==> config.mk <==
export PLATFORM = sky130hd
export DESIGN_NAME = wb_stage
export DESIGN_NICKNAME = d
export VERILOG_FILES = /design/src/hw/lsu_pkg.sv /design/src/hw/wb_stage.sv
export SDC_FILE = /design/constraint.sdc
export NUM_CORES = 1
export LEC_CHECK = 0
export BUFFER_PORTS_ARGS = -buffer_cell sky130_fd_sc_hd__buf_2
export CAP_MARGIN = 20
export CORE_MARGIN = 3
export CORE_UTILIZATION = 50
export DETAILED_ROUTE_END_ITERATION = 12
export PLACE_DENSITY_LB_ADDON = 0.25
export SLEW_MARGIN = 5
export SYNTH_ARGS = -nofsm -noshare
export SYNTH_HDL_FRONTEND = slang
export SYNTH_SLANG_ARGS = --single-unit
==> constraint.sdc <==
create_clock -name clk -period 4.4 [get_ports clk]
set_clock_uncertainty 0.1 [all_clocks]
set_input_delay 0.66 -clock clk [delete_from_list [all_inputs] [get_ports clk]]
set_output_delay 0.66 -clock clk [all_outputs]
set_load 0.005 [all_outputs]
==> src/hw/lsu_pkg.sv <==
package lsu_pkg;

    // op codes for the load/store path
    typedef enum logic [3:0] {
        op_add = 4'd0,
        ld_b   = 4'd1,
        ld_bu  = 4'd2,
        ld_h   = 4'd3,
        ld_hu  = 4'd4,
        ld_w   = 4'd5,
        st_b   = 4'd6,
        st_h   = 4'd7,
        st_w   = 4'd8
    } mem_op_e;

    // operation as it arrives from outside
    typedef struct packed {
        mem_op_e     op;
        logic [31:0] base;
        logic [31:0] offset;
        logic [31:0] store_data;
        logic [4:0]  dest;
        logic [31:0] pc;
    } ex_req_t;

    typedef struct packed {
        mem_op_e     op;
        logic        res_from_mem;
        logic        gr_we;
        logic [4:0]  dest;
        logic [31:0] alu_result;
        logic [31:0] pc;
    } es_to_ms_t;

    typedef struct packed {
        logic        gr_we;
        logic [4:0]  dest;
        logic [31:0] final_result;
        logic [31:0] pc;
    } ms_to_ws_t;

    typedef struct packed {
        logic        rf_we;
        logic [4:0]  dest;
        logic [31:0] data;
        logic [31:0] pc;
    } retire_t;

endpackage

==> src/hw/wb_stage.sv <==
`timescale 1ns/1ns

module wb_stage import lsu_pkg::*; #(
    parameter int CNT_W = 16
) (
    input  logic             clk,
    input  logic             reset,
    input  logic             ms_to_ws_valid,
    input  ms_to_ws_t        ms_to_ws_bus,
    output logic             ws_allowin,
    input  logic             retire_ready,
    output logic             retire_valid,
    output retire_t          retire,
    output logic [CNT_W-1:0] retire_count
);

    logic             ws_valid;
    logic             ws_ready_go;
    ms_to_ws_t        ws_bus;
    logic [CNT_W-1:0] count;

    assign ws_ready_go  = 1'b1;
    assign ws_allowin   = !ws_valid || (ws_ready_go && retire_ready);
    assign retire_valid = ws_valid && ws_ready_go;

    always_ff @(posedge clk) begin
        if (reset) begin
            ws_valid <= 1'b0;
        end else if (ws_allowin) begin
            ws_valid <= ms_to_ws_valid;
        end
        if (ms_to_ws_valid && ws_allowin) begin
            ws_bus <= ms_to_ws_bus;
        end
    end

    // r0 is hardwired, never written
    assign retire = '{
        rf_we: ws_bus.gr_we && (ws_bus.dest != 5'd0),
        dest:  ws_bus.dest,
        data:  ws_bus.final_result,
        pc:    ws_bus.pc
    };

    always_ff @(posedge clk) begin
        if (reset) begin
            count <= '0;
        end else if (retire_valid && retire_ready) begin
            count <= count + 1'b1;
        end
    end

    assign retire_count = count;

endmodule

After elaboration in Yosys (flattened, before gate mapping)
Cells that the tools add are included.
{"block": "word_totals", "register_bits": 87, "input_bits": 74}
{"block": "op_classes", "reduce_logical": 6, "addsub": 1}
{"cell": "16-bit by 1-bit adder with 16-bit output, second input constant", "count": 1}
{"cell": "5-bit nonzero test", "count": 1}
{"cell": "1-bit logical AND", "count": 3}
{"cell": "1-bit logical NOT", "count": 1}
{"cell": "1-bit logical OR", "count": 1}

Logic depth before layout (Yosys ltp)
{"block": "logic_depth", "word_depth": 3, "mapped_depth": 5}

Worst setup path after synthesis
No wires, ideal clock.
{"block": "synth_path", "kind": "input port to flip-flop", "from": "in retire_ready", "to": "reg ws_bus (netlist bit retire[0]), enable pin", "n_path_buf": 0, "cell_stages": 2, "path_slack_ns": 1.442, "arrival_ns": 2.423, "setup_time_ns": 0.435, "path_cell_list": "or2b_2 and2_1"}
{"block": "synth_between", "elab_chain_cells": 2}
{"item": "start: declaration", "line_no": "wb_stage.sv:11", "text": "input logic retire_ready,"}
{"item": "1-bit logical OR", "line_no": "wb_stage.sv:23", "text": "assign ws_allowin = !ws_valid || (ws_ready_go && retire_ready);"}
{"item": "1-bit logical AND", "line_no": "wb_stage.sv:32", "text": "if (ms_to_ws_valid && ws_allowin) begin"}
{"item": "end signal: assignment", "line_no": "wb_stage.sv:33", "text": "ws_bus <= ms_to_ws_bus;"}
{"item": "end: declaration", "line_no": "wb_stage.sv:19", "text": "ms_to_ws_t ws_bus;"}
Every way passes these cells.
A chain may end at the register's enable or synchronous reset.

==> results.yml <==
sta:
  final.period_utilization: 0.5278
  finalSetupTns_ns: 0
  setup_viol: 0
  worst_pin_slew_ns: 0.8657
  fmax_ghz: 0.4306
  rsz0062_at_grt: "no"
  hold_violations: 0
  drv_slew: 0
  period_needed_ns: 2.322
  relSlewSlack: 0.4229
clocking:
  cts_buffer_depth: 2
  cts_buffers: 9
  cts_setup_buffers: 0
  ctsHoldBuffers: 0
  cts_resized: 0
  clockRootBuffer: "clkbuf_8"
  clkLatencyLatePin_ns: 0.33
  clkSlewWorstSetupHoldPaths_ns: 0.08
  tritoncts: "built"
  clkSinkCount: 87
  h-tree-depth: 3
synthesis:
  yosysTopAreaCellShare: 0.6158
  netlist_top_cells_count: "buf_4, edfxtp_1, dfxtp_1"
  netlist-cell-type-count: 29
  ys.flop_type: "edfxtp_1"
  yosys.area.top_type: "edfxtp_1"
  ys_warn_count: 0
  synth_cells: 231
  syn_nets: 306
  syn_area_per_cell_um2: 14.78
  async_reset_ff_frac: 0
  yosysSeqAreaShare: 0.7155
  synth_area_um2: 3413
  synth_edf_count: 70
  synth-seq-cells: 87
  synthTopCellsByArea: "edfxtp_1, buf_4, dfxtp_1"
power_and_ir_drop:
  p_seq_frac: 0.557
  p_leak_nw: 1.706
  ir_worst_vdd_uv: 159.1
  switching_power_mw: 0.3332
  clkPwrFrac: 0.384
  powerDensity_nw_per_um2: 421.1
  p_int_mw: 1.364
  comb_power_share: 0.058
  switching_share: 0.1963
floorplan:
  die-area_um2: 7854
  initial_utilization: 0.5255
  fp.dieW_um: 88.62
  row_count: 29
  core_um2: 6495
  die_h_um: 88.62
  ioPinCount: 162
global_route:
  grt_max_degree: 71
  grt_pass1_wl_mm: 8.507
  overflow: 0
  grt_use_total: 0.1488
  grt_pass1_vias: 1803
  antenna_found_initial: 1
place:
  hpwl_mm: 4.589
  place.gp.congestion: 0.7556
  portBuffers: 161
  placed_cell_area_um2: 3790
  place.detailed.instances: 398
setup_path:
  reg2reg_from: "retire_valid"
  critPathCaptureType: "output pin"
  crit_required_ns: 3.64
  timing.rr.end: "retire[58]"
  reg2regPathDepth: 3
  arrival_ns: 1.56
  critPathLaunchType: "flip-flop"
  path_max_fanout: 2
  rrSetupSlack_ns: 2.53
  path_class: "flip-flop to output pin"
layout:
  nNetsFinal: 407
  design_area_um2: 4031
  final_cells: 414
  drive_gt1_frac: 0.5430
  fill_cells: 508
  num_antenna_cells: 0
  area_growth_pct: 18.11
drt:
  drt_wl_total_mm: 6.158
  met2_length_mm: 3.051
  drc: 0
  via_count: 1940
  wl_met3_um: 507
  ant_nets: 0
  topRoutingLayerUsed: "met5"
  post_drt_wl_per_cell_um: 14.87
  first_pass_iters: 4
  vias_per_cell: 4.686
  drt_iter0_drc: 69
  wirelength_met1_mm: 2.486
hold_path:
  hold_class: "input port to flip-flop"
  hold_path.startpoint: "ms_to_ws_bus[52]"
  hold_path_depth: 1
  holdPathEnd: "retire[52]"
flow_run:
  maxCapViolCount: 0
run_status:
  status: "finished, final reports clean"
cell families after synthesis:
kind of cell    share of synthesized area
flops                              0.7155
compound gates                    0.01906
simple gates                      0.07185
fa+ha+maj                        0.003665
buf+inv                            0.1609
xor+xnor                          0.02566
mux                              0.003299
final cells by class:
cell class / instances / area [µm²] / area share
clock buffers: 9 / 123.9 / 0.03073
clock inverters: 7 / 117.6 / 0.02917
inverters: 4 / 15.01 / 0.003724
multi-input cells: 68 / 422.9 / 0.1049
flip-flops and latches: 87 / 2442 / 0.6058
well taps: 77 / 96.34 / 0.02390
repair buffers: 162 / 813.3 / 0.2017
metal layers:
metal	up-vias	GRT usage
met1	876	0.1714
met3	12	0.05028
li1	951	-
met5	-	0
met2	99	0.2497
met4	2	0.07005
registers in the layout (all words and copies together), names as in the netlist:
register / count
ws_bus: 1
retire: 69
retire_count: 16
retire_valid: 1
critical path: stages (launching register included):
cell,delay (ns)
edfxtp_1,0.38
or4_1,0.54
o21a_1,0.18
buf_2,0.12
worst max-delay path by stage:
stage,start,to,slack (ns),depth (start not counted)
after global placement,retire_ready,retire[11],2.18,4
after detailed placement,retire_ready,retire[7],2.12,4
after global routing,retire[64],retire[69],1.99,3
final,retire[64],retire[69],2.08,3
after CTS,retire[64],retire[69],2.04,3
after floorplan,retire_ready,retire[0],1.44,2
power groups by stage:
stage                     registers, mW  logic, mW  clock network (mW)
after global routing              0.950      0.112               0.700
after global placement            0.964     0.0985                   0
final                             0.946     0.0991               0.652
after floorplan                   0.965     0.0718                   0
after CTS                         0.947      0.102               0.668
after detailed placement          0.965      0.102                   0
placed cells by master, fill, tap and decap left out, types with 2 or more instances in the layout:
master / synthesis / layout
inv_6: 0 / 2
a21oi_1: 6 / 6
xnor2_1: 5 / 5
o31ai_1: 3 / 3
edfxtp_1: 70 / 70
nand2_1: 8 / 8
clkbuf_8: 0 / 9
or4_1: 4 / 4
nand3_1: 5 / 5
bufinv_16: 0 / 3
nor3_1: 2 / 2
nor2_1: 11 / 11
nand4_1: 2 / 2
buf_2: 1 / 161
clkinv_2: 0 / 2
xor2_1: 5 / 5
inv_1: 4 / 4
dfxtp_1: 17 / 17
nor4_1: 4 / 4
and4_1: 2 / 2
stage by stage:
step | worst slack, ns | total power [mW] | util | hold WS (ns)
floorplan | 1.442 | 1.037 | - | 0.3752
global placement | 2.175 | 1.062 | 0.5835 | 0.3799
detailed placement | 2.123 | 1.067 | 0.5835 | 0.3898
CTS | 2.042 | 1.717 | 0.6207 | 0.3711
global route | 1.994 | 1.762 | 0.6207 | 0.3620
finish | 2.078 | 1.697 | 0.6207 | 0.3907
Note: power is estimated with default switching activity, not from simulation.
