==> src/hw/lsu_pkg.sv <==
package lsu_pkg;

    // op codes for the load/store path
    typedef enum logic [3:0] {
        op_add = 4'd0,
        ld_b   = 4'd1,
        ld_bu  = 4'd2,
        ld_h   = 4'd3,
        ld_hu  = 4'd4,
        ld_w   = 4'd5,
        st_b   = 4'd6,
        st_h   = 4'd7,
        st_w   = 4'd8
    } mem_op_e;

    // operation as it arrives from outside
    typedef struct packed {
        mem_op_e     op;
        logic [31:0] base;
        logic [31:0] offset;
        logic [31:0] store_data;
        logic [4:0]  dest;
        logic [31:0] pc;
    } ex_req_t;

    typedef struct packed {
        mem_op_e     op;
        logic        res_from_mem;
        logic        gr_we;
        logic [4:0]  dest;
        logic [31:0] alu_result;
        logic [31:0] pc;
    } es_to_ms_t;

    typedef struct packed {
        logic        gr_we;
        logic [4:0]  dest;
        logic [31:0] final_result;
        logic [31:0] pc;
    } ms_to_ws_t;

    typedef struct packed {
        logic        rf_we;
        logic [4:0]  dest;
        logic [31:0] data;
        logic [31:0] pc;
    } retire_t;

endpackage

==> src/hw/exe_stage.sv <==
`timescale 1ns/1ns

module exe_stage import lsu_pkg::*; #(
    parameter int MEM_WORDS = 256
) (
    input  logic                         clk,
    input  logic                         reset,
    input  logic                         ex_valid,
    input  ex_req_t                      ex_req,
    output logic                         ex_allowin,
    input  logic                         ms_allowin,
    output logic                         es_to_ms_valid,
    output es_to_ms_t                    es_to_ms_bus,
    output logic                         sram_en,
    output logic [3:0]                   sram_we,
    output logic [$clog2(MEM_WORDS)-1:0] sram_addr,
    output logic [31:0]                  sram_wdata
);

    localparam int ADDR_W = $clog2(MEM_WORDS);

    logic        es_valid;
    logic        es_ready_go;
    ex_req_t     es_req;
    logic [31:0] alu_result;
    logic        is_load;
    logic        is_store;
    logic [1:0]  sel;

    assign es_ready_go    = 1'b1;
    assign ex_allowin     = !es_valid || (es_ready_go && ms_allowin);
    assign es_to_ms_valid = es_valid && es_ready_go;

    always_ff @(posedge clk) begin
        if (reset) begin
            es_valid <= 1'b0;
        end else if (ex_allowin) begin
            es_valid <= ex_valid;
        end
        if (ex_valid && ex_allowin) begin
            es_req <= ex_req;
        end
    end

    // effective address, or the sum for op_add
    assign alu_result = es_req.base + es_req.offset;
    assign sel        = alu_result[1:0];

    assign is_load  = es_req.op inside {ld_b, ld_bu, ld_h, ld_hu, ld_w};
    assign is_store = es_req.op inside {st_b, st_h, st_w};

    assign es_to_ms_bus = '{
        op:           es_req.op,
        res_from_mem: is_load,
        gr_we:        !is_store,
        dest:         es_req.dest,
        alu_result:   alu_result,
        pc:           es_req.pc
    };

    // request only goes out on the transfer edge
    assign sram_en   = es_to_ms_valid && ms_allowin;
    assign sram_addr = alu_result[ADDR_W+1:2];

    always_comb begin
        sram_we    = 4'b0000;
        sram_wdata = {4{es_req.store_data[7:0]}};
        case (es_req.op)
            st_b: begin
                sram_we = 4'b0001 << sel;
            end
            st_h: begin
                sram_wdata = {2{es_req.store_data[15:0]}};
                // misaligned half writes nothing
                if (sel == 2'b00) begin
                    sram_we = 4'b0011;
                end else if (sel == 2'b10) begin
                    sram_we = 4'b1100;
                end
            end
            st_w: begin
                sram_wdata = es_req.store_data;
                sram_we    = (sel == 2'b00) ? 4'b1111 : 4'b0000;
            end
            default: begin
                sram_we = 4'b0000;
            end
        endcase
    end

endmodule

==> config.mk <==
export PLATFORM = sky130hd
export DESIGN_NAME = exe_stage
export DESIGN_NICKNAME = d
export VERILOG_FILES = /design/src/hw/lsu_pkg.sv /design/src/hw/exe_stage.sv
export SDC_FILE = /design/constraint.sdc
export NUM_CORES = 1
export LEC_CHECK = 0
export BUFFER_PORTS_ARGS = -buffer_cell sky130_fd_sc_hd__buf_2
export CAP_MARGIN = 20
export CORE_MARGIN = 2
export CORE_UTILIZATION = 53
export DETAILED_ROUTE_END_ITERATION = 12
export GPL_ROUTABILITY_DRIVEN = 0
export HOLD_SLACK_MARGIN = 0.12
export PLACE_DENSITY_LB_ADDON = 0.12
export SETUP_SLACK_MARGIN = 0.02
export SLEW_MARGIN = 20
export SYNTH_ARGS = -nofsm -noshare
export SYNTH_HDL_FRONTEND = slang
export SYNTH_SLANG_ARGS = --single-unit
export TNS_END_PERCENT = 100
==> constraint.sdc <==
create_clock -name clk -period 14 [get_ports clk]
set_input_delay 2.8 -clock clk [delete_from_list [all_inputs] [get_ports clk]]
set_output_delay 2.8 -clock clk [all_outputs]
set_load 0.02 [all_outputs]
Word-level counts from Yosys, hierarchy flattened

Index checks and enable logic that the tools add are counted.

Muxes and demuxes: 5
Add/sub/neg operators: 1
Eq/ne operators: 9
Reductions and logical operators: 8
Shifts and indexed selects: 1

Operator list:

| operator                                                           | number |
|---|---|
| 32-bit one-hot mux with 2 select lines                             | 1 |
| 32-bit adder                                                       | 1 |
| 4-bit by 3-bit == test with 1-bit output (second input constant)   | 4 |
| 4-bit two-way mux                                                  | 3 |
| 4-bit one-hot mux with 3 select lines                              | 1 |
| 4-bit by 2-bit == test with 1-bit output (second input constant)   | 2 |
| 5-bit nonzero test                                                 | 1 |
| 4-bit by 1-bit == test with 1-bit output (second input constant)   | 1 |
| 4-bit == test (second input constant)                              | 1 |
| 1-bit by 2-bit << shifter with 4-bit output (first input constant) | 1 |
| 3-bit nonzero test                                                 | 1 |
| 2-bit == test (second input constant)                              | 1 |
| 1-bit logical AND                                                  | 2 |
| 1-bit zero test                                                    | 2 |
| 2-bit zero test                                                    | 1 |
| 1-bit logical OR                                                   | 1 |

Input bits: 141
Output and inout port bits: 122
Logic and storage cells: 31
Flip-flop bits (word level): 138

Depth between registers and ports, before layout

Word-level depth: 5
Gate-level depth with buffers: 11
Mapped depth without buffers: 11

Least setup slack after synthesis

OpenSTA, ideal clock, no wires.

Path kind: input to register
Start point: input port ms_allowin
End point: register es_req[100] (netlist bit), enable pin
Data required time: 13.488 ns
Path buffers: 0
Arrival: 6.244 ns
Cell stages on the path: 2
Slack: 7.244 ns
Setup time: 0.512 ns
Cells stage by stage: nand2b_1 -> and2_1

Longest elaborated chain between the ends: 2

Ends and longest elaborated chain:

| item                   | RTL line        | source |
|---|---|---|
| start: declaration     | exe_stage.sv:11 | `input logic ms_allowin,` |
| 1-bit logical OR       | exe_stage.sv:31 | `assign ex_allowin = !es_valid \|\| (es_ready_go && ms_allowin);` |
| 1-bit logical AND      | exe_stage.sv:40 | `if (ex_valid && ex_allowin) begin` |
| end signal: assignment | exe_stage.sv:41 | `es_req <= ex_req;` |
| end: declaration       | exe_stage.sv:24 | `ex_req_t es_req;` |

Every way passes these cells.
A chain may end at the register's enable or synchronous reset.

Final worst setup path

Start point: input port ms_allowin
End point: output port ex_allowin

Longest elaborated chain between the ends: 1

Ends and longest elaborated chain:

| item             | RTL line        | source |
|---|---|---|
| 1-bit logical OR | exe_stage.sv:31 |  |
| end: declaration | exe_stage.sv:10 | `output logic ex_allowin,` |

Every way passes these cells.

==> impl_metrics.json <==
{
  "synth_top_area_share_pct": 60.6,
  "via_count": 4661,
  "ys_types": 57,
  "ys.flop_type": "edfxtp_1",
  "design_area_sq_um": 8470,
  "multiInputGateArea_sq_um": 2110,
  "cp-end-kind": "output port",
  "worst_skew_pair.late_latency_ns": 0.42,
  "avgRoutedWirePerCell_um": 16.7,
  "cap_violations": 0,
  "nFillCells": 932,
  "hold_viol_final": 0,
  "ir_drop_v": 0.0000939,
  "path_cells": "buf_2, nand2b_1, buf_2",
  "fmax_mhz": 165,
  "crit_end": "ex_allowin",
  "postRouteAntennaNets": 0,
  "synth_top_cell_by_area": "edfxtp_1",
  "critPathMostFrequentCell": "buf_2",
  "area_growth_pct": 24.7,
  "ff2ff_path_depth": 3,
  "cts_tree": "built",
  "skew_ns": 0.0140,
  "syn_nets": 689,
  "cts_hold_buf": 0,
  "ys_ff_latch": 138,
  "critical_path_required_ns": 11.20,
  "overflow": 0,
  "ys_warn_count": 0,
  "syn_avg_cell_area_sq_um": 13.2,
  "rsz0062_at_grt": "no",
  "relSlewSlack_pct": 44.1,
  "clk_pin_slew_ns": 0.06,
  "cts-buffers-inserted": 17,
  "finalSetupViolCount": 0,
  "max_stage_delay_ns": 0.17,
  "root_buffer": "clkbuf_16",
  "p_leak_nw": 3.71,
  "grt_max_degree": 96,
  "wl_um": 15200,
  "syn_inst": 516,
  "timing_worst_setup_path_type": "in2out",
  "std_cell_rows": 41,
  "ys_seq_area_share_pct": 60.9,
  "via_per_inst": 5.12,
  "worst_slack_ns": 7.95,
  "hp-class": "reg2reg",
  "r2r_slack_ns": 11.83,
  "min_period_over_period_pct": 43.2,
  "stdcell_count": 911,
  "diodes": 0,
  "arrival_ns": 3.25,
  "drt_iter0_drc": 266,
  "htreeDepth": 4,
  "synth_area_leaders": "edfxtp_1 (61%), buf_4 (6.5%), ha_1 (5.7%), nand2_1 (3.0%), a21oi_1 (2.3%)",
  "antenna_found_initial": 2,
  "tns_ns": 0,
  "drive_above_1_share_pct": 43.2,
  "regArea_sq_um": 4130,
  "hold_slack_ns": 0.588,
  "die_w_um": 117,
  "core_sq_um": 12600,
  "r2r-end": "es_req[126]",
  "async_flop_share_pct": 0,
  "dp_cells": 879,
  "grt_pass1_vias": 4514,
  "track_usage_pct": 22.0,
  "crit_fanout": 3,
  "io_buffer_count": 262,
  "grt_pass1_wl_um": 22200,
  "cts_setup_buffers": 0,
  "synth-edff-count": 137,
  "worstSetupStartpointType": "input port",
  "cts.sinks": 138,
  "die_h_um": 117,
  "ctsResizeCount": 0,
  "fin_util_pct": 67.4,
  "layout_min_cycle_time_ns": 6.05,
  "status": "finished, final reports clean",
  "dpl.hpwl_um": 11500,
  "synth_area_sq_um": 6790,
  "dp_slack_ns": 7.95,
  "crit_cells": 3,
  "critPathLaunch": "ms_allowin",
  "slew_violations": 0,
  "boundaryPins": 263,
  "worst_slew_pin_slew_ns": 0.839,
  "initial_core_util_pct": 54.0,
  "clock_path_buffers": 2,
  "drt-pass1-iter-count": 5,
  "dieArea_sq_um": 13700,
  "reg2reg_from": "es_to_ms_valid",
  "critPathBufInv": 2,
  "slowest_stage": "nand2b_1",
  "critPathTopFamily": "buffers and inverters",
  "nNetsFinal": 899,
  "drc": 0,
  "place_area_sq_um": 7830,
  "power_mw": 1.21,
  "power.density_nw_per_um2": 143
}
final cells by class:
type | instances | area share [%]
clock buffer | 18 | 5.07
clock inverter | 14 | 2.44
inverter | 13 | 0.576
multi-input combinational | 293 | 25.0
sequential | 138 | 48.8
tap | 172 | 2.54
timing repair buffer | 263 | 15.6
cell usage in the layout, fill, tap and decap left out, types with 5 or more instances in the layout:
master / count
edfxtp_1: 137
a22oi_1: 8
ha_1: 31
nand3_1: 7
o21ai_0: 10
mux2_2: 8
xor2_1: 14
nor2_1: 16
clkbuf_16: 17
a21oi_1: 31
nand4_1: 7
xnor2_1: 15
inv_1: 13
nand2b_1: 5
nand2_1: 54
o21bai_1: 7
buf_2: 262
a21o_1: 16
synth_stat cells (7+ instances only):
cell      count
buf_4        59
nand4_1       7
a22oi_1       8
clkbuf_1      8
o21bai_1      7
nor2_1       16
nand3_1       7
o21ai_0      10
xor2_1       14
a21oi_1      31
mux2_2        8
a21o_1       16
ha_1         31
xnor2_1      15
edfxtp_1    137
nand2_1      54
inv_1        13
logic make-up (layout without fill, tap and decap cells):
logic type,count (synthesis),count (layout),share of synthesized area [%]
AOI/OAI and AO/OA,110,110,11.8
adders and majority gates,32,32,6.01
and+or+nand+nor,113,113,8.03
muxes,9,9,1.47
xor gates and xnor gates,29,29,3.74
buffers and inverters,85,308,8.05
DFF,138,138,60.9
registers in the layout (all words and copies together), names as in the netlist:
register and flops:
es_to_ms_bus 41, es_to_ms_valid 1, es_req 96
per-layer routing:
| metal | routed length, um | part of all wire, % | track usage [%] |
|---|---|---|---|
| met3 | 1320 | 8.7 | 8.81 |
| met4 | 352 | 2.3 | 10.2 |
| met5 | 11 | 0.072 | 0 |
| met1 | 5800 | 38 | 25.1 |
| met2 | 7750 | 51 | 36.3 |
where the power goes:
| part | internal [mW] | switching [mW] | leakage [nW] |
|---|---|---|---|
| clock network | 0.303 | 0.179 | 0.307 |
| registers | 0.484 | 0.00813 | 1.33 |
| logic | 0.0871 | 0.149 | 2.07 |
| total | 0.874 | 0.336 | 3.71 |
how the worst min path moves through the flow:
stage / endpoint / start / cells past startpoint
after floorplan: es_to_ms_valid / es_to_ms_valid / 2
after CTS: es_to_ms_valid / es_to_ms_valid / 2
after detailed placement: es_to_ms_valid / es_to_ms_valid / 2
after global routing: es_to_ms_valid / es_to_ms_valid / 2
after global placement: es_to_ms_valid / es_to_ms_valid / 2
final: es_to_ms_valid / es_to_ms_valid / 2
worst min-delay path, cell delays in order, from the launching register on:
cell and delay (ns):
dfxtp_1 0.35, nand2b_1 0.12, a21oi_1 0.08
No activity file was read; power rests on OpenSTA's default activity.
