### src/hw/lsu_pkg.sv
package lsu_pkg;

    // op codes for the load/store path
    typedef enum logic [3:0] {
        op_add = 4'd0,
        ld_b   = 4'd1,
        ld_bu  = 4'd2,
        ld_h   = 4'd3,
        ld_hu  = 4'd4,
        ld_w   = 4'd5,
        st_b   = 4'd6,
        st_h   = 4'd7,
        st_w   = 4'd8
    } mem_op_e;

    // operation as it arrives from outside
    typedef struct packed {
        mem_op_e     op;
        logic [31:0] base;
        logic [31:0] offset;
        logic [31:0] store_data;
        logic [4:0]  dest;
        logic [31:0] pc;
    } ex_req_t;

    typedef struct packed {
        mem_op_e     op;
        logic        res_from_mem;
        logic        gr_we;
        logic [4:0]  dest;
        logic [31:0] alu_result;
        logic [31:0] pc;
    } es_to_ms_t;

    typedef struct packed {
        logic        gr_we;
        logic [4:0]  dest;
        logic [31:0] final_result;
        logic [31:0] pc;
    } ms_to_ws_t;

    typedef struct packed {
        logic        rf_we;
        logic [4:0]  dest;
        logic [31:0] data;
        logic [31:0] pc;
    } retire_t;

endpackage

### src/hw/mem_stage.sv
`timescale 1ns/1ns

module mem_stage import lsu_pkg::*; (
    input  logic        clk,
    input  logic        reset,
    input  logic        es_to_ms_valid,
    input  es_to_ms_t   es_to_ms_bus,
    output logic        ms_allowin,
    input  logic        ws_allowin,
    output logic        ms_to_ws_valid,
    output ms_to_ws_t   ms_to_ws_bus,
    input  logic [31:0] sram_rdata
);

    logic        ms_valid;
    logic        ms_ready_go;
    es_to_ms_t   ms_bus;
    logic [1:0]  sel;
    logic [7:0]  byte_lane;
    logic [15:0] half_lane;
    logic        half_ok;
    logic [31:0] mem_result;
    logic [31:0] final_result;

    assign ms_ready_go    = 1'b1;
    assign ms_allowin     = !ms_valid || (ms_ready_go && ws_allowin);
    assign ms_to_ws_valid = ms_valid && ms_ready_go;

    // the one register that soaks up stalls
    always_ff @(posedge clk) begin
        if (reset) begin
            ms_valid <= 1'b0;
        end else if (ms_allowin) begin
            ms_valid <= es_to_ms_valid;
        end
        if (es_to_ms_valid && ms_allowin) begin
            ms_bus <= es_to_ms_bus;
        end
    end

    assign sel = ms_bus.alu_result[1:0];

    always_comb begin
        case (sel)
            2'b00:   byte_lane = sram_rdata[7:0];
            2'b01:   byte_lane = sram_rdata[15:8];
            2'b10:   byte_lane = sram_rdata[23:16];
            default: byte_lane = sram_rdata[31:24];
        endcase
    end

    // halves only at offsets 0 and 2
    assign half_lane = sel[1] ? sram_rdata[31:16] : sram_rdata[15:0];
    assign half_ok   = !sel[0];

    always_comb begin
        case (ms_bus.op)
            ld_b:    mem_result = {{24{byte_lane[7]}}, byte_lane};
            ld_bu:   mem_result = {24'b0, byte_lane};
            ld_h: begin
                mem_result = half_ok ? {{16{half_lane[15]}}, half_lane} : 32'b0;
            end
            ld_hu: begin
                mem_result = half_ok ? {16'b0, half_lane} : 32'b0;
            end
            default: mem_result = sram_rdata;
        endcase
    end

    assign final_result = ms_bus.res_from_mem ? mem_result : ms_bus.alu_result;

    assign ms_to_ws_bus = '{
        gr_we:        ms_bus.gr_we,
        dest:         ms_bus.dest,
        final_result: final_result,
        pc:           ms_bus.pc
    };

endmodule

### config.mk
export PLATFORM = sky130hd
export DESIGN_NAME = mem_stage
export DESIGN_NICKNAME = d
export VERILOG_FILES = /design/src/hw/lsu_pkg.sv /design/src/hw/mem_stage.sv
export SDC_FILE = /design/constraint.sdc
export NUM_CORES = 1
export LEC_CHECK = 0
export BUFFER_PORTS_ARGS = -buffer_cell sky130_fd_sc_hd__buf_2
export CORE_MARGIN = 4
export CORE_UTILIZATION = 41
export CTS_CLUSTER_SIZE = 12
export DETAILED_ROUTE_END_ITERATION = 8
export PLACE_DENSITY = 0.76
export SLEW_MARGIN = 5
export SYNTH_ARGS = -nofsm -noshare
export SYNTH_HDL_FRONTEND = slang
export SYNTH_SLANG_ARGS = --single-unit
### constraint.sdc
create_clock -name clk -period 2.85 [get_ports clk]
set_input_delay 0.7125 -clock clk [delete_from_list [all_inputs] [get_ports clk]]
set_output_delay 0.7125 -clock clk [all_outputs]
set_load 0.005 [all_outputs]
### Word level (Yosys, flattened, before mapping)

Cells that the tools add are included.
Widths: inputs -> output; s select.

* add/subtract/negate cells: 0
* multiply operators: 0
* divide/modulo/power cells: 0
* magnitude comparators: 0
* equality and inequality tests: 6
* shifts and indexed selects: 0
* multiplexer cells: 6
* bitwise gates (word level): 0
* reduce and logical (&&, ||, !) cells: 4

Operators by type and width (number)
* $pmux 32 s4: 1
* $mux 32: 2
* $mux 16: 2
* $pmux 8 s3: 1
* $eq 4x2->1 const B: 2
* $eq 4x1->1 const B: 1
* $eq 4x3->1 const B: 1
* $eq 2x1->1 const B: 1
* $eq 2x2->1 const B: 1
* $logic_not 2->1: 1
* $logic_and 1x1->1: 1
* $logic_not 1->1: 1
* $logic_or 1x1->1: 1

* flip-flop bits (word level): 76
* bits in latches: 0
* memory bits (writable): 0
* bits in read-only memories: 0
* bits of input ports: 111
* output and inout port bits: 72
* word-level logic and storage cells: 23
* memories kept: 0

### Logic depth before layout (Yosys ltp)

Gate-level depths: netlist (run 1).

* depth in word-level cells: 4
* mapped depth: 6
* depth with buffers taken out: 4

### Worst setup path after synthesis (run 1)

No wires, ideal clock.

* kind: in2reg
* from: in ws_allowin
* to: reg ms_bus[32] (netlist bit), enable pin
* setup time: 0.442 ns
* arrival time: 2.632 ns
* data required time: 2.408 ns
* setup slack: -0.223 ns
* stages on the path: 2
* buffers on the path: 0
* cell sequence: nand2b_1 -> and2_1

* word-level cells in the longest chain between the ends: 2

RTL lines
* start: declaration: line mem_stage.sv:9 `input logic ws_allowin,`
* $logic_or 1x1->1: line mem_stage.sv:26 `assign ms_allowin = !ms_valid || (ms_ready_go && ws_allowin);`
* $logic_and 1x1->1: line mem_stage.sv:36 `if (es_to_ms_valid && ms_allowin) begin`
* end signal: assignment: line mem_stage.sv:37 `ms_bus <= es_to_ms_bus;`
* end: declaration: line mem_stage.sv:17 `es_to_ms_t ms_bus;`

Every way passes these cells.
A chain may end at the register's enable or synchronous reset.

==> impl_metrics.yaml, run 1 <==
drt:
  dr.pass1.iters: 4
  drc: 0
  via_count: 2743
  wire_per_inst_um: 17.5
  vias_per_cell: 4.95
  drt-initial-drc-count: 110
  drt-total-wl_um: 9710
  ant_nets: 0
floorplan:
  die_y_um: 102
  io-pin-count: 183
  start_util_pct: 42.0
  design.die.area_sq_um: 10500
  die_width_um: 102
  core_sq_um: 8680
  rows: 34
power:
  ir_drop_mv: 0.446
  power.total_mw: 2.75
  p_leak_nw: 2.08
  power_density_nw_per_um2: 570
status:
  status: "finished, violations left"
  violations: "negative setup slack"
worst_setup_path:
  path_max_fanout: 17
  crit_path_end_kind: "output pin"
  critPathMaxStageDelay_ns: 0.56
  crit_chain: "mux4_2 > a22o_1 > a21oi_4 > buf_12 > a31oi_1 > buf_2"
  reg2reg_to: "ms_bus[48]$_DFFE_PP_"
  path_class: "flip-flop to output pin"
  crit_slowest_cell: "mux4_2"
  crit_start: "ms_bus[33]$_DFFE_PP_"
  worst-endpoint-arrival_ns: 2.14
  cp-endpoint: "ms_to_ws_bus[47]"
  timing.rr.start: "ms_to_ws_valid$_SDFFE_PP0N_"
  r2r_cells: 3
  rrSetupSlack_ns: 1.46
  critPathLaunchType: "flip-flop"
  crit_required_ns: 2.14
placement:
  gp_congestion: 0.792
  dpl_worst_slack_ns: -0.0237
  dp_hpwl_um: 7470
  dpl_cell_area_sq_um: 4500
  place_inst: 533
  port-buffer-count: 182
final_layout:
  area_growth_pct: 32.3
  fin_util_pct: 55.6
  drive_above_1_share_pct: 56.3
  n_antenna_cell: 0
  final_area_sq_um: 4830
  stdcell_count: 554
  nets: 552
yosys:
  syn-num-nets: 390
  mappedNetlistArea_sq_um: 3650
  netlist_instances: 279
  yosys_warnings: 0
  avgSynthCellArea_sq_um: 13.1
  ys_top_cells_by_area: "edfxtp_1, buf_4, nor2_1"
  synth.distinct_cells: 39
  synth_top_area_cell: "edfxtp_1"
  yosys.cell_count.top_type: "edfxtp_1"
  synth_edf_count: 75
  ys_ff_latch: 76
  synth-seq-area-share_pct: 62.3
  synthArstFlopShare_pct: 0
  synth_top_cell_area_share_pct: 61.7
  ys.flop_type: "edfxtp_1"
  synth_common_cells: "edfxtp_1, nor2_1, buf_4"
job:
  cap_violations: 0
cts:
  ctsHoldBuffers: 0
  cts_root_buf: "clkbuf_8"
  clock_latency_ns: 0.34
  cts_buffers: 9
  clk_pin_slew_ns: 0.08
  cts_htree_levels: 3
  cts.path.max_buffers: 2
  cts_tree: "built"
  clkSinkCount: 76
sta:
  min_period_ns: 2.86
  setup_viol: 3
  worst_slack_ns: -0.00549
  worstMarginPinSlew_ns: 0.448
  setup_tns_ns: -0.00740
  fin_crit_sh_pct: 100
  skew_ns: 0.0103
  relSlewSlack_pct: 70.1
  slew_viol_final: 0
  hold_viol_final: 0
  clock.fmax_mhz: 350
  hold_ws_ns: 0.529
  rsz0062_at_grt: "yes"
worst_hold_path:
  hp-class: "primary input to flip-flop"
  hold_start: "reset"
grt:
  grt_use_total_pct: 18.8
  antenna_found_initial: 0
  first_global_vias: 2808
  grt_max_degree: 69
  overflow: 0
  grt_pass1_wl_um: 14500
[state kept, by name (all words and copies together), names as in the netlist]
signal	count
ms_to_ws_valid	1
ms_bus	37
ms_to_ws_bus	38
[worst min-delay path by stage]
| stage | to | slack, ns | cells past startpoint |
|---|---|---|---|
| 6_report | ms_to_ws_valid$_SDFFE_PP0N_ | 0.53 | 2 |
| 5_1_grt | ms_to_ws_valid$_SDFFE_PP0N_ | 0.51 | 2 |
| 4_1_cts | ms_to_ws_valid$_SDFFE_PP0N_ | 0.51 | 2 |
| 3_3_place_gp | ms_to_ws_valid$_SDFFE_PP0N_ | 0.54 | 2 |
| 2_1_floorplan | ms_to_ws_valid$_SDFFE_PP0N_ | 0.52 | 2 |
| 3_5_place_dp | ms_to_ws_valid$_SDFFE_PP0N_ | 0.55 | 2 |
[routing by layer]
| metal | vias up | global-route usage [%] | part of all wire, % |
|---|---|---|---|
| met1 | 1290 | 20.6 | 36 |
| met2 | 122 | 32.8 | 52 |
| met5 | - | 0 | 0 |
| met3 | 14 | 8.67 | 10 |
| met4 | 0 | 5.25 | 1.6 |
| li1 | 1317 | - | - |
[placed cells by master (no fill, tap or decap), drive strengths merged]
master	Yosys	layout
buf	45	201
edfxtp	75	75
nor2	40	40
nand2	24	24
a21oi	19	19
clkbuf	5	10
mux2i	8	8
o21ai	8	8
o2bb2ai	8	8
mux2	8	8
a211oi	8	8
a221oi	7	7
inv	3	5
bufinv	0	3
a21o	2	2
and2	2	2
clkinv	1	2
a311oi	2	2
or2	1	1
nor4b	1	1
nor2b	1	1
mux4	1	1
a22o	1	1
a211o	1	1
nand3	1	1
a31oi	1	1
or3b	1	1
nand3b	1	1
xor2	1	1
and3	1	1
nand2b	1	1
dfxtp	1	1
[area by class of cell]
type,instances,area [sq um]
clock buffers,10,128
clock inverters,6,119
fillers,746,3850
inverters,4,15.0
multi-input cells,149,1050
flip-flops and latches,76,2270
well taps,108,135
repair buffers,201,1110
[what timing repair did]
| item | 4_1_cts | 5_1_grt |
|---|---|---|
| pin swaps | 0 | 4 |
| gates resized for setup | 4 | 8 |
| setup buffers | 1 | 4 |
| setup endpoints to repair | 26 | 32 |
| cloned | 0 | 0 |
[report_power, final]
group	leakage [nW]	switching (mW)	total, mW	internal, mW
logic	1.22	0.216	0.420	0.204
clock network	0.123	0.412	1.01	0.593
registers	0.734	0.0217	1.33	1.31
total	2.08	0.650	2.75	2.10
[worst max-delay path, delay by kind of cell (launching register included)]
| family | cells | cell delay (ns) |
|---|---|---|
| buffers and inverters | 2 | 0.32 |
| flip-flops | 1 | 0.42 |
| multiplexers | 1 | 0.56 |
| AO/OA/AOI/OAI | 3 | 0.50 |
[kinds of logic (layout without fill, tap and decap cells)]
family,count (synthesis),count (layout),synth area share [%]
DFF,76,76,62.3
and+or+nand+nor,74,74,8.61
AOI/OAI and AO/OA,57,57,13.8
buffers and inverters,54,221,9.84
muxes,17,17,5.28
xor gates and xnor gates,1,1,0.240
Power figures use the tool's default switching activity.
==> run 2, diff against run 1 <==
==> constraint.sdc (replaced) <==
create_clock -name clk -period 2.85 [get_ports clk]
set_input_delay 0.57 -clock clk [delete_from_list [all_inputs] [get_ports clk]]
set_output_delay 0.57 -clock clk [all_outputs]
set_load 0.005 [all_outputs]
==> run 2 against run 1 <==
  * The run now ends clean
  * Maximum frequency grew 4.5%
  * Final cell count shrank 1.4%
  * Register-to-register slack lost 0.17 ns
  * Worst hold slack lost 0.15 ns
  * Cell area shrank 1.8%
  * Sequential share of layout area grew 0.86 points
  * Clock power grew 6%
  * Core utilization shrank 0.99 points
  * Combinational power shrank 5.0%
  * Critical path depth is the same
==> impl_metrics.yaml, run 2 (synthesis results as in run 1) <==
floorplan:
  start_util_pct: 42.0
  rows: 34
  core_sq_um: 8680
  design.die.area_sq_um: 10500
  io-pin-count: 183
  die_width_um: 102
  die_y_um: 102
power:
  p_int_mw: 2.17
  power_density_nw_per_um2: 590
  power.sequential.fraction_pct: 47.4
  p_sw_mw: 0.628
  ir_drop_mv: 0.425
  switching_share_pct: 22.4
  pwr-share-comb_pct: 14.3
  power.total_mw: 2.80
  clkPwrFrac_pct: 38.3
  p_leak_nw: 2.03
drt:
  ant_nets: 0
  drt-initial-drc-count: 115
  dr.pass1.iters: 6
  drc: 0
  drt-total-wl_um: 9700
  vias_per_cell: 4.99
  wire_per_inst_um: 17.8
  via_count: 2725
grt:
  grt.met1_usage_pct: 19.2
  grt.busiest_layer: "met2"
  first_global_vias: 2812
  grt_use_total_pct: 18.4
  grt_max_degree: 42
  overflow: 0
  grt_use_met3_pct: 8.53
  antenna_found_initial: 0
  grtUsageMet2_pct: 32.5
  grt_pass1_wl_um: 14300
sta:
  setup_viol: 0
  clock.fmax_mhz: 366
  fin_crit_sh_pct: 95.9
  skew_ns: 0.0122
  relSlewSlack_pct: 68.4
  hold_viol_final: 0
  slew_viol_final: 0
  worstMarginPinSlew_ns: 0.474
  min_period_ns: 2.73
worst_setup_path:
  crit_cells: 6
  crit_required_ns: 2.28
  critPathTopFamily: "simple AND/OR/NAND/NOR gates"
  critPathLaunchType: "flip-flop"
  crit_start: "ms_bus[74]$_DFFE_PP_"
  reg2reg_to: "ms_bus[38]$_DFFE_PP_"
  r2r_cells: 3
  rrSetupSlack_ns: 1.29
  cp-endpoint: "ms_to_ws_bus[41]"
  crit_path_end_kind: "output pin"
  path_max_fanout: 7
  path_class: "flip-flop to output pin"
  timing.critical_path.buf_inv: 2
  crit_chain: "nor2_1 > and2_1 > a311oi_4 > buf_4 > a221oi_2 > buf_2"
  crit_slowest_cell: "edfxtp_1"
  worst-endpoint-arrival_ns: 2.16
  critPathMaxStageDelay_ns: 0.47
  timing.rr.start: "ms_to_ws_valid$_SDFFE_PP0N_"
status:
  status: "finished clean"
final_layout:
  largest_register_ff_count: 38
  area_growth_pct: 30.0
  fillers: 744
  final_area_sq_um: 4740
  mostFrequentLayoutCells: "buf_2, edfxtp_1, nor2_1"
  drive_above_1_share_pct: 54.8
  nets: 544
  layout_commonest_cell: "buf_2"
  n_antenna_cell: 0
placement:
  dpl_cell_area_sq_um: 4450
  gp_congestion: 0.803
  dp_hpwl_um: 7420
  port-buffer-count: 182
cts:
  cts_tree: "built"
  cts_root_buf: "clkbuf_8"
  clkSinkCount: 76
  cts_htree_levels: 3
  cts.path.max_buffers: 2
  cts_buffers: 9
  clock_latency_ns: 0.33
  clk_pin_slew_ns: 0.08
job:
  cap_violations: 0
worst_hold_path:
  hp-class: "primary input to flip-flop"
==> run 2: metrics by stage <==
stage	setup WS (ns)	hold slack (ns)	util (%)	setup TNS, ns	instances
detailed placement	0.240	0.561	51.3	0	529
CTS	0.0743	0.362	54.5	0	546
global route	-0.0193	0.367	54.6	-0.0193	546
finish	0.116	0.377	54.6	0	546
global placement	0.278	0.543	51.3	0	529
floorplan	0.520	0.522	-	0	279
==> run 2: area by class of cell <==
class                   instances  area (sq um)  share of cell area (%)
multi-input cells             149          1040                    21.8
repair buffers                193          1020                    21.5
clock buffers                  10           128                    2.69
well taps                     108           135                    2.85
flip-flops and latches         76          2270                    47.9
clock inverters                 6           138                    2.90
inverters                       4          15.0                   0.317
==> run 2: power by group through the flow <==
stage | combinational [mW] | clock [mW] | sequential (mW)
CTS | 0.404 | 1.10 | 1.33
detailed placement | 0.400 | 0 | 1.35
global placement | 0.391 | 0 | 1.35
floorplan | 0.224 | 0 | 1.35
finish | 0.399 | 1.07 | 1.33
global route | 0.442 | 1.16 | 1.33
==> run 2: repair_timing <==
| action | 4_1_cts | 5_1_grt |
|---|---|---|
| hold buffers | 0 | 0 |
| setup endpoints to repair | 24 | 7 |
| buffers inserted | 1 | 0 |
| gates cloned | 0 | 0 |
| resized for setup | 1 | 2 |
| hold endpoints to repair | 0 | 0 |
==> run 2: worst reg2reg max path: cells and delay by family, from the launching register on <==
kind                   cells  cell delay (ns)
AND/OR/NAND/NOR            2             0.60
flip-flops                 1             0.32
buffers and inverters      1             0.29
==> run 2: routing by layer <==
metal | share of wire, % | vias to the layer above
met4 | 1.2 | 0
met5 | 0 | -
met1 | 36 | 1279
li1 | - | 1299
met2 | 52 | 136
met3 | 11 | 11
==> run 2: worst min-delay path by stage <==
stage                                 from                     endpoint  cells after the start
6_report                             reset  ms_to_ws_valid$_SDFFE_PP0N_                      2
5_1_grt                              reset  ms_to_ws_valid$_SDFFE_PP0N_                      2
4_1_cts                              reset  ms_to_ws_valid$_SDFFE_PP0N_                      2
3_5_place_dp   ms_to_ws_valid$_SDFFE_PP0N_  ms_to_ws_valid$_SDFFE_PP0N_                      2
3_3_place_gp   ms_to_ws_valid$_SDFFE_PP0N_  ms_to_ws_valid$_SDFFE_PP0N_                      2
2_1_floorplan  ms_to_ws_valid$_SDFFE_PP0N_  ms_to_ws_valid$_SDFFE_PP0N_                      2
==> run 3, diff against run 2 <==
--- a/config.mk
+++ b/config.mk
@@ -10,7 +10,7 @@
 export CORE_UTILIZATION = 41
 export CTS_CLUSTER_SIZE = 12
 export DETAILED_ROUTE_END_ITERATION = 8
-export PLACE_DENSITY = 0.76
+export PLACE_DENSITY = 0.74
 export SLEW_MARGIN = 5
 export SYNTH_ARGS = -nofsm -noshare
 export SYNTH_HDL_FRONTEND = slang
==> constraint.sdc (replaced) <==
create_clock -name clk -period 2.85 [get_ports clk]
set_input_delay 0.7125 -clock clk [delete_from_list [all_inputs] [get_ports clk]]
set_output_delay 0.7125 -clock clk [all_outputs]
set_load 0.005 [all_outputs]
==> run 3 against run 2 <==
  * The run now ends with negative setup slack left
  * Combinational power increased by 5.0%
  * Sequential cell count unchanged
  * Setup slack got worse by 0.14 ns
  * Largest cell class unchanged
==> impl_metrics.yaml, run 3 (synthesis results as in run 1) <==
sta:
  fin_crit_sh_pct: 101
  clock.fmax_mhz: 349
  relSlewSlack_pct: 70.8
  worst_slack_ns: -0.0194
  setup_tns_ns: -0.0606
  worstMarginPinSlew_ns: 0.438
  slew_viol_final: 0
  hold_viol_final: 0
  min_period_ns: 2.87
  skew_ns: 0.00788
  rsz0062_at_grt: "yes"
  setup_viol: 8
grt:
  grt_use_total_pct: 17.8
  grt_pass1_wl_um: 13900
  grt_max_degree: 40
  first_global_vias: 2826
  antenna_found_initial: 0
  overflow: 0
floorplan:
  io-pin-count: 183
  die_width_um: 102
  rows: 34
  die_y_um: 102
  design.die.area_sq_um: 10500
  core_sq_um: 8680
  start_util_pct: 42.0
final_layout:
  area_growth_pct: 34.1
  drive_above_1_share_pct: 57.6
  layout_commonest_cell: "buf_2"
  register_area_sq_um: 2270
  largest_register_ff_count: 38
  nets: 557
  stdcell_count: 560
  final_area_sq_um: 4890
  fillers: 746
  mostFrequentLayoutCells: "buf_2, edfxtp_1, nor2_1"
  multi_input_area_sq_um: 1070
placement:
  dpl_cell_area_sq_um: 4500
  gp_congestion: 0.778
  place_inst: 534
  dp_hpwl_um: 7310
  port-buffer-count: 182
drt:
  drt-initial-drc-count: 102
  ant_nets: 0
  drc: 0
  drt-total-wl_um: 9410
  via_count: 2787
  vias_per_cell: 4.98
  dr.pass1.iters: 4
  wire_per_inst_um: 16.8
power:
  ir_drop_mv: 0.428
  power_density_nw_per_um2: 573
  p_leak_nw: 2.11
  power.total_mw: 2.81
worst_setup_path:
  critPathMostFrequentCell: "buf_2"
  path_max_fanout: 17
  cp-endpoint: "ms_to_ws_bus[47]"
  crit_path_end_kind: "output pin"
  crit_slowest_cell: "mux4_2"
  crit_cells: 7
  reg2reg_to: "ms_bus[41]$_DFFE_PP_"
  rrSetupSlack_ns: 1.39
  crit_start: "sram_rdata[31]"
  critPathMaxStageDelay_ns: 0.52
  crit_required_ns: 2.14
  timing.critical_path.buf_inv: 3
  critPathLaunchType: "primary input"
  timing.rr.start: "ms_to_ws_valid$_SDFFE_PP0N_"
  worst-endpoint-arrival_ns: 2.16
  crit_chain: "buf_2 > mux4_2 > a22o_1 > a21oi_4 > buf_12 > a31oi_1 > buf_2"
  critPathTopFamily: "multiplexers"
  path_class: "primary input to output pin"
  r2r_cells: 3
cts:
  cts_tree: "built"
  clock_latency_ns: 0.33
  cts_buffers: 9
  clkSinkCount: 76
  clk_pin_slew_ns: 0.08
  cts.path.max_buffers: 2
  ctsHoldBuffers: 0
  cts_htree_levels: 3
  cts_root_buf: "clkbuf_8"
job:
  cap_violations: 0
status:
  violations: "negative setup slack"
  status: "finished, violations left"
worst_hold_path:
  hp-class: "primary input to flip-flop"
-- run 3: changes by cell type in the layout (fill, tap and decap cells not counted), moves of 2 or more --
cell	previous run	this run
buf_4	9	18
nand2_1	24	21
nor2_1	40	38
a211oi_2	1	4
buf_6	0	2
a211oi_1	7	4
nand2_2	0	3
-- run 3: stage by stage --
| step | setup WS [ns] | util (%) | hold slack [ns] |
|---|---|---|---|
| 2_1_floorplan | 0.235 | - | 0.522 |
| 3_3_place_gp | 0.00377 | 51.9 | 0.542 |
| 3_5_place_dp | -0.0201 | 51.9 | 0.560 |
| 4_1_cts | -0.0296 | 55.3 | 0.502 |
| 5_1_grt | -0.0962 | 56.3 | 0.517 |
| 6_report | -0.0194 | 56.4 | 0.518 |
-- run 3: worst reg2reg max path: stages (launching register included) --
cell	delay (ns)
dfxtp_1	0.31
nand2b_1	0.13
and2_4	0.40
buf_4	0.31
-- run 3: worst min-delay path by stage --
| stage | startpoint | to | slack, ns | depth (start not counted) |
|---|---|---|---|---|
| CTS | reset | ms_to_ws_valid$_SDFFE_PP0N_ | 0.50 | 2 |
| floorplan | ms_to_ws_valid$_SDFFE_PP0N_ | ms_to_ws_valid$_SDFFE_PP0N_ | 0.52 | 2 |
| detailed placement | ms_to_ws_valid$_SDFFE_PP0N_ | ms_to_ws_valid$_SDFFE_PP0N_ | 0.56 | 2 |
| global placement | ms_to_ws_valid$_SDFFE_PP0N_ | ms_to_ws_valid$_SDFFE_PP0N_ | 0.54 | 2 |
| finish | reset | ms_to_ws_valid$_SDFFE_PP0N_ | 0.52 | 2 |
| global route | reset | ms_to_ws_valid$_SDFFE_PP0N_ | 0.52 | 2 |
-- run 3: routing by layer --
layer,share of wire (%),GRT usage (%),wire length (um),vias up
met5,0,0,0,-
met4,3.3,8.48,308,0
met3,12,9.08,1120,19
met2,52,31.2,4880,136
met1,33,17.3,3100,1311
li1,-,-,-,1321
-- run 3: power breakdown --
| part | internal [mW] | leakage (nW) | switching (mW) |
|---|---|---|---|
| clock network | 0.674 | 0.131 | 0.386 |
| registers | 1.31 | 0.734 | 0.0212 |
| logic | 0.206 | 1.24 | 0.213 |
| total | 2.18 | 2.11 | 0.621 |
-- run 3: timing repair --
item                       CTS  global route
gates resized for setup      3            10
cloned                       0             1
setup buffers                2             6
setup endpoints to repair   28            27
pin swaps                    0             9
-- run 3: area by class of cell --
type	instances	share of cell area [%]
Clock inverter	6	2.81
Sequential cell	76	46.4
Antenna cell	1	0.0512
Timing Repair Buffer	206	23.2
Multi-Input combinational cell	149	21.8
Clock buffer	10	2.61
Inverter	4	0.307
Tap cell	108	2.76
